[config.mk]
export PLATFORM = sky130hd
export DESIGN_NAME = frontend_top
export DESIGN_NICKNAME = d
export VERILOG_FILES = /design/src/logic/wb_pkg.sv /design/src/logic/riscv_isa_pkg.sv /design/src/logic/fetch_if.sv /design/src/logic/frontend_top.sv /design/src/logic/decode_stage.sv /design/src/logic/instr_fetch.sv /design/src/logic/imm_gen.sv /design/src/logic/decoder.sv
export SDC_FILE = /design/constraint.sdc
export NUM_CORES = 1
export LEC_CHECK = 0
export BUFFER_PORTS_ARGS = -buffer_cell sky130_fd_sc_hd__buf_2
export CAP_MARGIN = 20
export CORE_MARGIN = 5
export CORE_UTILIZATION = 45
export CTS_BUF_LIST = sky130_fd_sc_hd__clkbuf_2 sky130_fd_sc_hd__clkbuf_4 sky130_fd_sc_hd__clkbuf_8
export CTS_CLUSTER_SIZE = 24
export DETAILED_ROUTE_END_ITERATION = 10
export PLACE_DENSITY = 0.68
export REMOVE_ABC_BUFFERS = 1
export SYNTH_ARGS = -nofsm -noshare
export SYNTH_HDL_FRONTEND = slang
export SYNTH_HIERARCHICAL = 1
export SYNTH_SLANG_ARGS = --single-unit
[constraint.sdc]
create_clock -name clk -period 13.1 [get_ports clk]
set_input_delay 0 -clock clk [delete_from_list [all_inputs] [get_ports clk]]
set_output_delay 0 -clock clk [all_outputs]
set_load 0.005 [all_outputs]
[src/logic/wb_pkg.sv]
`default_nettype none

// instruction bus is byte addressed, word wide.
package wb_pkg;

	localparam int WB_ADDR_WIDTH = 32;
	localparam int WB_DATA_WIDTH = 32;

	typedef logic [WB_ADDR_WIDTH-1:0] wb_addr_t;
	typedef logic [WB_DATA_WIDTH-1:0] wb_data_t;

endpackage

`default_nettype wire

[src/logic/riscv_isa_pkg.sv]
`default_nettype none

package riscv_isa_pkg;

	localparam int WORD_WIDTH = 32;

	typedef logic [4:0] reg_idx_t;

	typedef enum logic [6:0] {
		OPCODE_COMP    = 7'b0110011,
		OPCODE_COMPIMM = 7'b0010011,
		OPCODE_LOAD    = 7'b0000011,
		OPCODE_STORE   = 7'b0100011,
		OPCODE_BRANCH  = 7'b1100011,
		OPCODE_JAL     = 7'b1101111,
		OPCODE_JALR    = 7'b1100111,
		OPCODE_AUIPC   = 7'b0010111,
		OPCODE_LUI     = 7'b0110111
	} opcode_t;

	// base integer set first, then the M operations.
	typedef enum logic [5:0] {
		INSTR_ADD, INSTR_SUB, INSTR_SLL, INSTR_SLT, INSTR_SLTU,
		INSTR_XOR, INSTR_SRL, INSTR_SRA, INSTR_OR, INSTR_AND,
		INSTR_ADDI, INSTR_SLTI, INSTR_SLTIU, INSTR_XORI, INSTR_ORI,
		INSTR_ANDI, INSTR_SLLI, INSTR_SRLI, INSTR_SRAI,
		INSTR_LB, INSTR_LH, INSTR_LW, INSTR_LBU, INSTR_LHU,
		INSTR_SB, INSTR_SH, INSTR_SW,
		INSTR_BEQ, INSTR_BNE, INSTR_BLT, INSTR_BGE, INSTR_BLTU, INSTR_BGEU,
		INSTR_JAL, INSTR_JALR, INSTR_AUIPC, INSTR_LUI,
		INSTR_MUL, INSTR_MULH, INSTR_MULHSU, INSTR_MULHU,
		INSTR_DIV, INSTR_DIVU, INSTR_REM, INSTR_REMU,
		INSTR_ILLEGAL
	} decoded_instr;

	typedef struct packed {
		logic [6:0] funct7;
		reg_idx_t   rs2;
		reg_idx_t   rs1;
		logic [2:0] funct3;
		reg_idx_t   rd;
		opcode_t    opcode;
	} r_format_t;

	typedef struct packed {
		logic [11:0] imm_11_0;
		reg_idx_t    rs1;
		logic [2:0]  funct3;
		reg_idx_t    rd;
		opcode_t     opcode;
	} i_format_t;

	typedef struct packed {
		logic [6:0] imm_hi; // imm[11:5] for stores, scrambled for branches.
		reg_idx_t   rs2;
		reg_idx_t   rs1;
		logic [2:0] funct3;
		logic [4:0] imm_lo;
		opcode_t    opcode;
	} sb_format_t;

	typedef struct packed {
		logic [19:0] imm_31_12;
		reg_idx_t    rd;
		opcode_t     opcode;
	} uj_format_t;

	typedef union packed {
		r_format_t  r;
		i_format_t  i;
		sb_format_t sb;
		uj_format_t uj;
	} instr_word_t;

endpackage

`default_nettype wire
[src/logic/fetch_if.sv]
`default_nettype none

interface fetch_if;

	logic                      valid;
	logic                      ready;
	riscv_isa_pkg::instr_word_t instr;
	wb_pkg::wb_addr_t          pc;

	modport source (
		output valid, instr, pc,
		input  ready
	);

	modport sink (
		input  valid, instr, pc,
		output ready
	);

endinterface

`default_nettype wire

[src/logic/frontend_top.sv]
`default_nettype none

module frontend_top #(
	parameter bit               riscv_m_core = 1'b1,
	parameter wb_pkg::wb_addr_t reset_pc = '0
) (
	input  logic                        clk,
	input  logic                        rst,
	input  logic                        redirect,
	input  wb_pkg::wb_addr_t            redirect_pc,
	output logic                        wb_cyc,
	output logic                        wb_stb,
	output wb_pkg::wb_addr_t            wb_adr,
	input  wb_pkg::wb_data_t            wb_rdata,
	input  logic                        wb_ack,
	output logic                        dec_valid,
	input  logic                        dec_ready,
	output riscv_isa_pkg::decoded_instr dec_op,
	output riscv_isa_pkg::reg_idx_t     dec_rd,
	output riscv_isa_pkg::reg_idx_t     dec_rs1,
	output riscv_isa_pkg::reg_idx_t     dec_rs2,
	output wb_pkg::wb_data_t            dec_imm,
	output wb_pkg::wb_data_t            dec_pc
);

	fetch_if fetch_bus ();

	instr_fetch #(
		.reset_pc(reset_pc)
	) instr_fetch_i (
		.clk        (clk),
		.rst        (rst),
		.redirect   (redirect),
		.redirect_pc(redirect_pc),
		.wb_cyc     (wb_cyc),
		.wb_stb     (wb_stb),
		.wb_adr     (wb_adr),
		.wb_rdata   (wb_rdata),
		.wb_ack     (wb_ack),
		.fetch      (fetch_bus.source)
	);

	decode_stage #(
		.riscv_m_core(riscv_m_core)
	) decode_stage_i (
		.clk      (clk),
		.rst      (rst),
		.redirect (redirect),
		.fetch    (fetch_bus.sink),
		.dec_valid(dec_valid),
		.dec_ready(dec_ready),
		.dec_op   (dec_op),
		.dec_rd   (dec_rd),
		.dec_rs1  (dec_rs1),
		.dec_rs2  (dec_rs2),
		.dec_imm  (dec_imm),
		.dec_pc   (dec_pc)
	);

endmodule

`default_nettype wire

[src/logic/decode_stage.sv]
`default_nettype none

module decode_stage #(
	parameter bit riscv_m_core = 1'b1
) (
	input  logic                        clk,
	input  logic                        rst,
	input  logic                        redirect,
	fetch_if.sink                       fetch,
	output logic                        dec_valid,
	input  logic                        dec_ready,
	output riscv_isa_pkg::decoded_instr dec_op,
	output riscv_isa_pkg::reg_idx_t     dec_rd,
	output riscv_isa_pkg::reg_idx_t     dec_rs1,
	output riscv_isa_pkg::reg_idx_t     dec_rs2,
	output wb_pkg::wb_data_t            dec_imm,
	output wb_pkg::wb_data_t            dec_pc
);

	import riscv_isa_pkg::*;
	import wb_pkg::*;

	decoded_instr op;
	wb_data_t     imm;
	logic         accept;

	decoder #(
		.riscv_m_core(riscv_m_core)
	) decoder_i (
		.instr(fetch.instr),
		.op   (op)
	);

	imm_gen imm_gen_i (
		.instr(fetch.instr),
		.imm  (imm)
	);

	assign fetch.ready = !dec_valid || dec_ready; // empty, or draining this edge.
	assign accept = fetch.valid && fetch.ready && !redirect;

	always_ff @(posedge clk) begin
		if (rst || redirect)
			dec_valid <= 1'b0;
		else if (accept)
			dec_valid <= 1'b1;
		else if (dec_ready)
			dec_valid <= 1'b0;
	end

	always_ff @(posedge clk) begin
		if (accept) begin
			dec_op <= op;
			dec_rd <= fetch.instr.r.rd;
			dec_rs1 <= fetch.instr.r.rs1;
			dec_rs2 <= fetch.instr.r.rs2;
			dec_imm <= imm;
			dec_pc <= fetch.pc;
		end
	end

endmodule

`default_nettype wire

[src/logic/instr_fetch.sv]
`default_nettype none

module instr_fetch #(
	parameter wb_pkg::wb_addr_t reset_pc = '0
) (
	input  logic             clk,
	input  logic             rst,
	input  logic             redirect,
	input  wb_pkg::wb_addr_t redirect_pc,
	output logic             wb_cyc,
	output logic             wb_stb,
	output wb_pkg::wb_addr_t wb_adr,
	input  wb_pkg::wb_data_t wb_rdata,
	input  logic             wb_ack,
	fetch_if.source          fetch
);

	import wb_pkg::*;

	typedef enum logic [1:0] {st_idle, st_bus, st_hold} state_t;

	state_t   state;
	wb_addr_t pc;
	wb_addr_t redirect_target;
	logic     redirect_pending; // bus cycle in flight belongs to the old path.
	wb_data_t word;

	always_ff @(posedge clk) begin
		if (rst) begin
			state <= st_idle;
			pc <= reset_pc;
			redirect_pending <= 1'b0;
		end else begin
			case (state)
				st_idle: begin
					state <= st_bus;
					if (redirect)
						pc <= redirect_pc;
				end
				st_bus: begin
					if (wb_ack) begin
						redirect_pending <= 1'b0;
						if (redirect) begin
							pc <= redirect_pc;
							state <= st_idle;
						end else if (redirect_pending) begin
							pc <= redirect_target;
							state <= st_idle; // drop the stale word.
						end else begin
							state <= st_hold;
						end
					end else if (redirect) begin
						redirect_pending <= 1'b1;
					end
				end
				st_hold: begin
					if (redirect) begin
						pc <= redirect_pc;
						state <= st_bus;
					end else if (fetch.ready) begin
						pc <= pc + 32'd4;
						state <= st_bus;
					end
				end
				default: state <= st_idle;
			endcase
		end
	end

	// latest redirect wins while a bus cycle drains.
	always_ff @(posedge clk) begin
		if (redirect)
			redirect_target <= redirect_pc;
	end

	always_ff @(posedge clk) begin
		if (state == st_bus && wb_ack)
			word <= wb_rdata;
	end

	assign wb_cyc = (state == st_bus);
	assign wb_stb = (state == st_bus);
	assign wb_adr = pc;

	assign fetch.valid = (state == st_hold);
	assign fetch.instr = word;
	assign fetch.pc = pc;

endmodule

`default_nettype wire

[src/logic/imm_gen.sv]
`default_nettype none

module imm_gen (
	input  riscv_isa_pkg::instr_word_t instr,
	output wb_pkg::wb_data_t           imm
);

	import riscv_isa_pkg::*;
	import wb_pkg::*;

	wb_data_t imm_i;
	wb_data_t imm_s;
	wb_data_t imm_b;
	wb_data_t imm_u;
	wb_data_t imm_j;

	assign imm_i = {{20{instr.i.imm_11_0[11]}}, instr.i.imm_11_0};
	assign imm_s = {{20{instr.sb.imm_hi[6]}}, instr.sb.imm_hi, instr.sb.imm_lo};
	assign imm_b = {{19{instr.sb.imm_hi[6]}}, instr.sb.imm_hi[6], instr.sb.imm_lo[0],
		instr.sb.imm_hi[5:0], instr.sb.imm_lo[4:1], 1'b0};
	assign imm_u = {instr.uj.imm_31_12, 12'b0};
	// j immediate sits as imm[20|10:1|11|19:12] in the top field.
	assign imm_j = {{11{instr.uj.imm_31_12[19]}}, instr.uj.imm_31_12[19],
		instr.uj.imm_31_12[7:0], instr.uj.imm_31_12[8], instr.uj.imm_31_12[18:9], 1'b0};

	always_comb begin
		case (instr.r.opcode)
			OPCODE_COMPIMM, OPCODE_LOAD, OPCODE_JALR: imm = imm_i;
			OPCODE_STORE:                             imm = imm_s;
			OPCODE_BRANCH:                            imm = imm_b;
			OPCODE_LUI, OPCODE_AUIPC:                 imm = imm_u;
			OPCODE_JAL:                               imm = imm_j;
			default:                                  imm = '0;
		endcase
	end

endmodule

`default_nettype wire

[src/logic/decoder.sv]
`default_nettype none

module decoder #(
	parameter bit riscv_m_core = 1'b1
) (
	input  riscv_isa_pkg::instr_word_t  instr,
	output riscv_isa_pkg::decoded_instr op
);

	import riscv_isa_pkg::*;

	logic [6:0]   funct7;
	logic [2:0]   funct3;
	logic         is_muldiv;
	decoded_instr comp_op;
	decoded_instr compimm_op;
	decoded_instr store_op;
	decoded_instr load_op;
	decoded_instr branch_op;
	decoded_instr muldiv_op;

	assign funct7 = instr.r.funct7;
	assign funct3 = instr.r.funct3;
	assign is_muldiv = riscv_m_core && funct7[0];

	// register-register ops, funct7[5] splits add/sub and the right shifts.
	always_comb begin
		case (funct3)
			3'b000:  comp_op = funct7[5] ? INSTR_SUB : INSTR_ADD;
			3'b001:  comp_op = INSTR_SLL;
			3'b010:  comp_op = INSTR_SLT;
			3'b011:  comp_op = INSTR_SLTU;
			3'b100:  comp_op = INSTR_XOR;
			3'b101:  comp_op = funct7[5] ? INSTR_SRA : INSTR_SRL;
			3'b110:  comp_op = INSTR_OR;
			default: comp_op = INSTR_AND;
		endcase
	end

	always_comb begin
		case (funct3)
			3'b000:  compimm_op = INSTR_ADDI;
			3'b001:  compimm_op = INSTR_SLLI;
			3'b010:  compimm_op = INSTR_SLTI;
			3'b011:  compimm_op = INSTR_SLTIU;
			3'b100:  compimm_op = INSTR_XORI;
			3'b101:  compimm_op = funct7[5] ? INSTR_SRAI : INSTR_SRLI;
			3'b110:  compimm_op = INSTR_ORI;
			default: compimm_op = INSTR_ANDI;
		endcase
	end

	always_comb begin
		case (funct3)
			3'b000:  store_op = INSTR_SB;
			3'b001:  store_op = INSTR_SH;
			default: store_op = INSTR_SW;
		endcase
	end

	always_comb begin
		case (funct3)
			3'b000:  load_op = INSTR_LB;
			3'b001:  load_op = INSTR_LH;
			3'b100:  load_op = INSTR_LBU;
			3'b101:  load_op = INSTR_LHU;
			default: load_op = INSTR_LW;
		endcase
	end

	always_comb begin
		case (funct3)
			3'b001:  branch_op = INSTR_BNE;
			3'b100:  branch_op = INSTR_BLT;
			3'b101:  branch_op = INSTR_BGE;
			3'b110:  branch_op = INSTR_BLTU;
			3'b111:  branch_op = INSTR_BGEU;
			default: branch_op = INSTR_BEQ; // 010 and 011 fall back to beq.
		endcase
	end

	always_comb begin
		case (funct3)
			3'b000:  muldiv_op = INSTR_MUL;
			3'b001:  muldiv_op = INSTR_MULH;
			3'b010:  muldiv_op = INSTR_MULHSU;
			3'b011:  muldiv_op = INSTR_MULHU;
			3'b100:  muldiv_op = INSTR_DIV;
			3'b101:  muldiv_op = INSTR_DIVU;
			3'b110:  muldiv_op = INSTR_REM;
			default: muldiv_op = INSTR_REMU;
		endcase
	end

	always_comb begin
		case (instr.r.opcode)
			OPCODE_COMP:    op = is_muldiv ? muldiv_op : comp_op;
			OPCODE_COMPIMM: op = compimm_op;
			OPCODE_STORE:   op = store_op;
			OPCODE_LOAD:    op = load_op;
			OPCODE_BRANCH:  op = branch_op;
			OPCODE_JALR:    op = INSTR_JALR;
			OPCODE_JAL:     op = INSTR_JAL;
			OPCODE_AUIPC:   op = INSTR_AUIPC;
			OPCODE_LUI:     op = INSTR_LUI;
			default:        op = INSTR_ILLEGAL;
		endcase
	end

endmodule

`default_nettype wire

== Word-level counts from Yosys, hierarchy flattened ==
Index checks and enable logic that the tools add are counted.

* Bits in registers: 185
* Latch bits: 0
* Bits in writable memories: 0
* Bits in read-only memories: 0
* Input port bits: 69
* Output and inout bits: 120
* Logic and storage cells: 81
* Memories kept: 0

* Add/subtract/negate cells: 1
* Multiply operators: 0
* Div/mod/pow operators: 0
* Order comparisons: 0
* Eq/ne operators: 22
* Shifts and indexed selects: 0
* Muxes and demuxes: 29
* Bitwise operators: 0
* Reduce and logical (&&, ||, !) cells: 17

{| class="wikitable"
|+ Operators by type and width
! cell !! number
|-
| 32-bit 2-to-1 mux || 6
|-
| 32-bit one-hot mux with 5 select lines || 1
|-
| 32-bit one-hot mux with 3 select lines || 1
|-
| 4-bit one-hot mux with 7 select lines || 2
|-
| 6-bit one-hot mux with 9 select lines || 1
|-
| 5-bit one-hot mux with 7 select lines || 1
|-
| 32-bit by 3-bit adder with 32-bit output, second input constant || 1
|-
| 6-bit one-hot mux with 5 select lines || 1
|-
| 7-bit by 6-bit equality test with 1-bit output, second input constant || 3
|-
| 7-bit equality test, second input constant || 3
|-
| 7-bit by 5-bit equality test with 1-bit output, second input constant || 2
|-
| 3-bit equality test, second input constant || 4
|-
| 2-bit 2-to-1 mux || 6
|-
| 3-bit one-hot mux with 4 select lines || 1
|-
| 7-bit by 2-bit equality test with 1-bit output, second input constant || 1
|-
| 3-bit by 2-bit equality test with 1-bit output, second input constant || 2
|-
| 1-bit 2-to-1 mux || 6
|-
| 6-bit 2-to-1 mux || 1
|-
| 2-bit one-hot mux with 3 select lines || 1
|-
| 5-bit AND reduction || 1
|-
| 2-bit one-hot mux with 2 select lines || 1
|-
| 2-bit AND reduction || 2
|-
| 2-bit nonzero test || 2
|-
| 3-bit by 1-bit equality test with 1-bit output, second input constant || 1
|-
| 14 further kinds || 18
|}

== Logic depth before layout (Yosys ltp) ==
Gate-level depths: netlist of the first run.

* Word-level depth: 5
* Mapped depth: 9
* Mapped depth without buffers: 7

== Hierarchy ==
Netlist of the first run, hierarchy kept.

{| class="wikitable"
|+ Modules (own cells, without submodules)
! module !! instances !! cells each !! area each (µm²) !! sequential area each (µm²)
|-
| instr_fetch || 1 || 459 || 4834.6 || 2622.5
|-
| decode_stage || 1 || 90 || 2610.0 || 2572.5
|-
| decoder || 1 || 121 || 740.7 || 0.0
|-
| imm_gen || 1 || 79 || 546.8 || 0.0
|}

== Worst setup path after synthesis of the first run ==
OpenSTA, ideal clock, no wires.

* Path type: reg2reg
* From: register instr_fetch_i.state[0]
* To: register decode_stage_i.dec_imm[0], enable pin
* Setup time: 0.652 ns
* Arrival: 6.874 ns
* Data required time: 12.448 ns
* Setup slack: 5.574 ns
* Cell stages (with the launch flop): 5
* Buffers on the path: 0
* Clock period less this slack: 7.526 ns
* Cells stage by stage: dfxtp_1 -> inv_1 -> ha_1 -> inv_1 -> nor3b_1

* Word-level cells in the longest chain between the ends: 3

{| class="wikitable"
|+ Ends and longest elaborated chain
! item !! RTL line !! source
|-
| start: declaration || instr_fetch.sv:22 || <nowiki>state_t state;</nowiki>
|-
| start signal: assignment || instr_fetch.sv:30 || <nowiki>state <= st_idle;</nowiki>
|-
| start signal: assignment || instr_fetch.sv:36 || <nowiki>state <= st_bus;</nowiki>
|-
| start signal: assignment || instr_fetch.sv:45 || <nowiki>state <= st_idle;</nowiki>
|-
| 2-bit equality test || instr_fetch.sv:85 || <nowiki>assign fetch.valid = (state == st_hold);</nowiki>
|-
| net fetch_bus.valid || fetch_if.sv:5 || <nowiki>logic valid;</nowiki>
|-
| 1-bit logical AND (2 in a row) || decode_stage.sv:40 || <nowiki>assign accept = fetch.valid && fetch.ready && !redirect;</nowiki>
|-
| net decode_stage_i.accept || decode_stage.sv:25 || <nowiki>logic accept;</nowiki>
|-
| end signal: assignment || decode_stage.sv:57 || <nowiki>dec_imm <= imm;</nowiki>
|-
| end: declaration || decode_stage.sv:16 || <nowiki>output wb_pkg::wb_data_t dec_imm,</nowiki>
|}

The timed path passes the listed nets, and every way through them passes these cells.
A chain may end at the register's enable or synchronous reset.

== Final worst setup path of the first run ==
* From: register instr_fetch_i.state[0]
* To: register instr_fetch_i.pc[13] (netlist: instr_fetch_i/fetch.pc[13])

* Word-level cells in the longest chain between the ends: 3
* Elaborated cells between the ends (all ways): 10
* Those cells by class: 6 x eq/ne; 1 x mux; 3 x reduce/logical

{| class="wikitable"
|+ Ends and longest elaborated chain
! item !! RTL line !! source
|-
| 2-bit equality test (tied with other cells) || instr_fetch.sv:34 || <nowiki>case (state)</nowiki>
|-
| 3-bit != test (no line) (tied with other cells) || - ||
|-
| 5-bit AND reduction (no line) || - ||
|-
| end signal: assignment || instr_fetch.sv:31 || <nowiki>pc <= reset_pc;</nowiki>
|-
| end signal: assignment || instr_fetch.sv:38 || <nowiki>pc <= redirect_pc;</nowiki>
|-
| end signal: assignment || instr_fetch.sv:44 || <nowiki>pc <= redirect_pc;</nowiki>
|-
| end: declaration || instr_fetch.sv:23 || <nowiki>wb_addr_t pc;</nowiki>
|}

Several ways; a longest one is shown, not always the timed one.

==> results of run 1 <==
state kept, by name (all words and copies together) (netlist names):
name and count:
instr_fetch_i/state 2, decode_stage_i/dec_pc 32, instr_fetch_i/redirect_pending 1, decode_stage_i/dec_rs1 5, instr_fetch_i/redirect_target 32, instr_fetch_i/fetch.pc 32, decode_stage_i/dec_valid 1, decode_stage_i/dec_imm 32
decode_stage_i/dec_rd 5, decode_stage_i/dec_op 6, instr_fetch_i/fetch.instr 32, decode_stage_i/dec_rs2 5
logic make-up (layout without fill, tap and decap cells):
| family | after synthesis | in the layout | synth area share (%) |
|---|---|---|---|
| flops | 185 | 185 | 59.49 |
| compound gates | 212 | 212 | 16.58 |
| mux | 7 | 7 | 0.8311 |
| fa+ha+maj | 11 | 11 | 1.576 |
| xor+xnor | 6 | 6 | 0.6018 |
| simple gates | 226 | 226 | 14.46 |
| buf+inv | 102 | 310 | 6.462 |
cells in the final DEF (no fill, tap or decap), types with 9 or more instances in the layout:
cell	synthesis	layout
a22o_1	14	14
nor2_1	52	52
nor2b_1	14	13
a21oi_1	39	39
o21ai_0	55	55
buf_2	15	188
edfxtp_1	149	149
nand3_1	34	34
nand2_1	29	29
a31oi_1	10	10
dfxtp_1	36	36
nor3_1	18	18
dlygate4sd3_1	0	65
nand2b_1	9	9
clkbuf_8	0	18
inv_1	17	17
a22oi_1	14	14
ha_1	11	11
nand4_1	13	13
layer usage:
metal,up-vias,global-route usage (%),routed length [um]
met5,-,0,0
met4,0,4.439,212
met3,16,5.135,1660
met2,274,32.13,10630
met1,3213,25.74,9513
li1,3210,-,-
how the worst max path moves through the flow:
| stage | start | end | slack (ns) |
|---|---|---|---|
| 6_report | instr_fetch_i/state[0]$_SDFFE_PP0P_ | instr_fetch_i/fetch.pc[13]$_SDFFE_PP0P_ | 9.47 |
| 5_1_grt | instr_fetch_i/state[0]$_SDFFE_PP0P_ | instr_fetch_i/fetch.pc[13]$_SDFFE_PP0P_ | 9.18 |
| 4_1_cts | instr_fetch_i/state[0]$_SDFFE_PP0P_ | instr_fetch_i/fetch.pc[13]$_SDFFE_PP0P_ | 9.43 |
| 3_5_place_dp | instr_fetch_i/state[0]$_SDFFE_PP0P_ | instr_fetch_i/fetch.pc[13]$_SDFFE_PP0P_ | 9.46 |
| 3_3_place_gp | instr_fetch_i/state[0]$_SDFFE_PP0P_ | instr_fetch_i/fetch.pc[13]$_SDFFE_PP0P_ | 9.60 |
| 2_1_floorplan | instr_fetch_i/state[0]$_SDFFE_PP0P_ | decode_stage_i/dec_imm[0]$_DFFE_PP_ | 5.38 |
report_power, final:
| group | internal, uW | switching, uW | total, uW |
|---|---|---|---|
| sequential | 677 | 46.4 | 723 |
| combinational | 86.3 | 108 | 194 |
| clock | 182 | 209 | 391 |
final cells by class:
cell class | count | area share [%]
flip-flops and latches | 185 | 48.92
well taps | 265 | 3.122
repair buffers | 259 | 15.45
clock buffers | 20 | 2.474
clock inverters | 12 | 1.296
multi-input cells | 462 | 28.07
inverters | 19 | 0.6715
what timing repair did:
action	4_1_cts	5_1_grt
buffers inserted	0	0
hold endpoints to repair	96	0
hold buffers	65	0
worst register-to-register path: stages (launching register included):
cell and delay, ns:
dfxtp_1 0.42, inv_1 0.10, ha_1 0.72, nor2b_1 0.81, and2_1 0.96, a22oi_1 0.22
a21o_1 0.21, a21oi_1 0.12
per-stage QoR:
| step | instance area, um2 | hold slack, ns | std cells |
|---|---|---|---|
| 2_1_floorplan | 8239 | 0.06465 | 666 |
| 3_3_place_gp | 9558 | 0.1775 | 1124 |
| 3_5_place_dp | 9558 | 0.1789 | 1124 |
| 4_1_cts | 10610 | 0.03687 | 1221 |
| 5_1_grt | 10620 | 0.08318 | 1222 |
| 6_report | 10620 | 0.07291 | 1222 |
==> flow_metrics.py, run 1 <==
metrics = {
    "status": {
        "status": "complete, no violations",
    },
    "synth": {
        "synthDistinctLibCells": 81,
        "ys_top_cells_by_area": "edfxtp_1, dfxtp_1, o21ai_0",
        "synth.top_cell.area_share_pct": 51.24,
        "ys_warn_count": 6,
        "syn_area_per_cell_um2": 11.66,
        "netlist_area_um2": 8732,
        "syn_inst": 749,
        "synth-seq-cells": 185,
        "ys.flop_type": "edfxtp_1",
        "synth.most_common_cell": "edfxtp_1",
        "ys_async_sr_fraction_pct": 0,
        "synth_edf_count": 149,
        "synth_largest_area_cell": "edfxtp_1",
        "ys_top_cells_by_count": "edfxtp_1, o21ai_0, nor2_1",
        "ys_seq_area_share_pct": 59.49,
    },
    "clock_tree": {
        "cts_tree": "built",
        "cts_sinks": 185,
        "htreeDepth": 4,
        "cts_max_path_buffers": 2,
        "clock_latency_ns": 0.46,
        "cts-buffers-inserted": 17,
        "cts_resized": 0,
        "cts.reportedPaths.clkPinSlew_ns": 0.10,
        "root_buffer": "clkbuf_8",
    },
    "setup_path": {
        "rr_startpoint": "instr_fetch_i/state[0]$_SDFFE_PP0P_",
        "r2r_setup_slack_ns": 9.47,
        "crit_type": "flop to flop",
        "crit_slowest_cell": "and2_1",
        "endpoint_kind": "flop",
        "path_cells": "inv_1 > ha_1 > nor2b_1 > and2_1 > a22oi_1 > a21o_1 > a21oi_1",
        "reg2reg_depth": 7,
        "crit_path_start_kind": "flop",
        "worst-path-buf-inv": 1,
        "slowest_delay_ns": 0.95,
        "cp_top_family": "simple AND/OR/NAND/NOR gates",
        "worst-path-stages": 7,
        "required_ns": 13.48,
        "reg2reg_to": "instr_fetch_i/fetch.pc[13]$_SDFFE_PP0P_",
        "worstPathArrival_ns": 4.02,
        "critPathMaxFanout": 25,
    },
    "layout": {
        "num_antenna_cells": 0,
        "syn_to_final_growth_pct": 21.62,
        "fillers": 1668,
        "ff_latch_area_um2": 5195,
        "drive_above_1_share_pct": 27.06,
        "nNetsFinal": 1024,
        "finish.utilization_pct": 55.11,
        "multi_input_area_um2": 2982,
    },
    "place": {
        "dp_hpwl_um": 14250,
        "gp_congestion": 0.8381,
        "pre_cts_slack_ns": 9.464,
        "io_buffers": 188,
    },
    "timing": {
        "fin_crit_ns": 3.634,
        "finalCritPeriodShare_pct": 27.74,
        "timing.final.ws_setup_ns": 9.466,
        "hold_viol": 0,
        "fin_worst_skew_ns": 0.01533,
        "rsz0062_at_grt": "no",
        "tightest_slew_ns": 1.072,
        "setup_viol": 0,
        "max-slew-margin-rel_pct": 28.52,
        "final_max_slew_viol_count": 0,
        "fmaxAchievable_ghz": 0.2751,
        "tns_ns": 0,
    },
    "route": {
        "drt_iter0_drc": 493,
        "wl_um": 22020,
        "drcViolationCount": 0,
        "dr.pass1.iters": 5,
        "vias_per_cell": 5.493,
        "vias": 6713,
        "routedWlPerCell_um": 18.02,
        "antenna_left": 0,
    },
    "min_path": {
        "hold_class": "input port to flop",
        "whs_endpoint": "instr_fetch_i/state[0]$_SDFFE_PP0P_",
        "hp-start": "wb_ack",
        "min_path_cells": 4,
    },
    "job": {
        "maxCapViolCount": 0,
    },
    "grt": {
        "grt_pass1_vias": 6439,
        "grt_pass1_wl_um": 34210,
        "grt_max_degree": 73,
        "antenna_found_initial": 0,
        "overflow": 0,
        "globalRouteTotalUtil_pct": 19.40,
    },
    "power": {
        "finalPower_uw": 1309,
        "vdd_drop_max_mv": 0.06694,
        "power.leakage_uw": 0.004027,
        "power_density_nw_per_um2": 123.2,
    },
    "floorplan": {
        "die_area_um2": 22290,
        "start_util_pct": 45.31,
        "die_h_um": 149.3,
        "die_x_um": 149.3,
        "core_um2": 19270,
        "num_rows": 51,
        "ios": 189,
    },
}
Power figures use the tool's default switching activity.
==> run 2, diff against run 1 <==
Settings changed: PLACE_DENSITY 0.68 to 0.71.
Clock period 13.1 ns to 3.1 ns, I/O delays scaled along.
==> run 2 against run 1 <==
  * Clock-buffer cell count is the same
  * Register-to-register slack lost 9.0 ns
  * Die area is the same
  * Clock skew shrank 0.0010 ns
  * Via count grew 0.97%
  * First-iteration DRC count shrank 25%
  * Hold slack gained 0.0052 ns
  * Final cell count grew 1.2%
  * Combinational power grew to 4.4 times the previous value
  * Power grew to 4.3 times the previous value
  * Critical path type unchanged
==> flow_metrics.py, run 2 (synthesis gave the netlist of run 1 again) <==
metrics = {
    "timing": {
        "hold_viol": 0,
        "timing.final.ws_setup_ns": 0.4756,
        "rsz0062_at_grt": "no",
        "tns_ns": 0,
        "final_max_slew_viol_count": 0,
        "fin_worst_skew_ns": 0.01429,
        "tightest_slew_ns": 0.9042,
        "fin_crit_ns": 2.624,
        "finalCritPeriodShare_pct": 84.66,
        "hold_ws_ns": 0.07813,
        "fmaxAchievable_ghz": 0.3810,
        "setup_viol": 0,
        "max-slew-margin-rel_pct": 39.22,
    },
    "route": {
        "drcViolationCount": 0,
        "antenna_left": 0,
        "routedWlPerCell_um": 17.85,
        "vias_per_cell": 5.479,
        "dr.pass1.iters": 5,
        "drt_iter0_drc": 370,
        "vias": 6778,
        "wl_um": 22080,
    },
    "place": {
        "dp_hpwl_um": 15000,
        "io_buffers": 188,
        "gp_congestion": 0.8754,
        "pre_cts_slack_ns": 0.4951,
    },
    "clock_tree": {
        "cts_max_path_buffers": 2,
        "clock_latency_ns": 0.46,
        "cts_tree": "built",
        "cts_sinks": 185,
        "root_buffer": "clkbuf_8",
        "cts-buffers-inserted": 17,
        "htreeDepth": 4,
        "cts.reportedPaths.clkPinSlew_ns": 0.09,
        "cts_resized": 0,
    },
    "grt": {
        "overflow": 0,
        "antenna_found_initial": 0,
        "grt_max_degree": 57,
        "grt_pass1_vias": 6676,
        "grt_pass1_wl_um": 35200,
        "globalRouteTotalUtil_pct": 19.96,
    },
    "layout": {
        "drive_above_1_share_pct": 27.88,
        "nNetsFinal": 1039,
        "layout_commonest_cell": "buf_2",
        "fillers": 1659,
        "layout_common_cells": "buf_2, edfxtp_1, dlygate4sd3_1",
        "num_antenna_cells": 0,
        "syn_to_final_growth_pct": 23.24,
    },
    "setup_path": {
        "critPathMaxFanout": 21,
        "r2r_setup_slack_ns": 0.48,
        "crit_path_start_kind": "flop",
        "endpoint_kind": "flop",
        "crit_type": "flop to flop",
        "required_ns": 3.40,
        "worstPathArrival_ns": 2.93,
    },
    "power": {
        "power_density_nw_per_um2": 518.5,
        "power.share.clock_pct": 30.0,
        "swShare_pct": 27.62,
        "internal-power_uw": 4039,
        "seqPwrFrac_pct": 54.7,
        "netSwitchingPower_uw": 1541,
        "power.leakage_uw": 0.004101,
        "vdd_drop_max_mv": 0.3423,
        "power_frac_comb_pct": 15.3,
    },
    "floorplan": {
        "core_um2": 19270,
        "ios": 189,
        "die_area_um2": 22290,
        "die_x_um": 149.3,
        "start_util_pct": 45.31,
        "num_rows": 51,
        "die_h_um": 149.3,
    },
    "job": {
        "maxCapViolCount": 0,
    },
    "status": {
        "status": "complete, no violations",
    },
    "min_path": {
        "hold_class": "input port to flop",
    },
}
==> run 2: timing repair <==
item,in CTS,in global routing
setup buffers,0,0
hold buffers,67,0
endpoints found under the hold margin,104,0
==> run 2: path summary, 6_finish.rpt <==
kind                                            from                                      end  cells past startpoint
max              instr_fetch_i/state[1]$_SDFFE_PP0P_  instr_fetch_i/fetch.pc[30]$_SDFFE_PP0P_                      8
min                                           wb_ack      instr_fetch_i/state[1]$_SDFFE_PP0P_                      4
max reg2reg      instr_fetch_i/state[1]$_SDFFE_PP0P_  instr_fetch_i/fetch.pc[30]$_SDFFE_PP0P_                      8
min reg2reg  instr_fetch_i/fetch.instr[18]$_DFFE_PP_      decode_stage_i/dec_rs1[3]$_DFFE_PP_                      0
==> run 2: worst max-delay path: stages (launching register included) <==
cell and delay [ns]:
dfxtp_1 0.41, inv_1 0.08, ha_1 0.36, nor3b_1 0.23, nor3_1 0.23, nor2b_2 0.46, buf_4 0.33, mux2i_1 0.22
o221ai_1 0.14
==> run 2: area by class of cell <==
cell class / instances / area [um2] / share of cell area (%)
clock inverter: 12 / 140.1 / 1.302
inverter: 19 / 71.32 / 0.6627
sequential: 185 / 5195 / 48.27
timing repair buffer: 274 / 1767 / 16.42
multi-input combinational: 462 / 2982 / 27.71
clock buffer: 20 / 275.3 / 2.558
tap: 265 / 331.6 / 3.081
==> run 2: layer usage <==
layer | GRT usage (%) | wire length (um)
met5 | 0 | 0
met4 | 6.178 | 414
met3 | 4.771 | 1514
met2 | 34.19 | 10980
met1 | 25.13 | 9179
==> run 2: power groups by stage <==
stage | clock (uW) | sequential (uW) | combinational, uW
2_1_floorplan | 0 | 3070 | 434
3_3_place_gp | 0 | 3100 | 771
3_5_place_dp | 0 | 3110 | 782
4_1_cts | 1730 | 3050 | 853
5_1_grt | 1820 | 3080 | 943
6_report | 1680 | 3050 | 851
==> run 2: per-stage QoR <==
stage	cell area [um2]	power [uW]	util (%)	cells
floorplan	8239	3501	-	666
global placement	9676	3872	50.21	1138
detailed placement	9676	3891	50.21	1138
CTS	10760	5629	55.84	1237
global route	10760	5843	55.84	1237
finish	10760	5580	55.84	1237
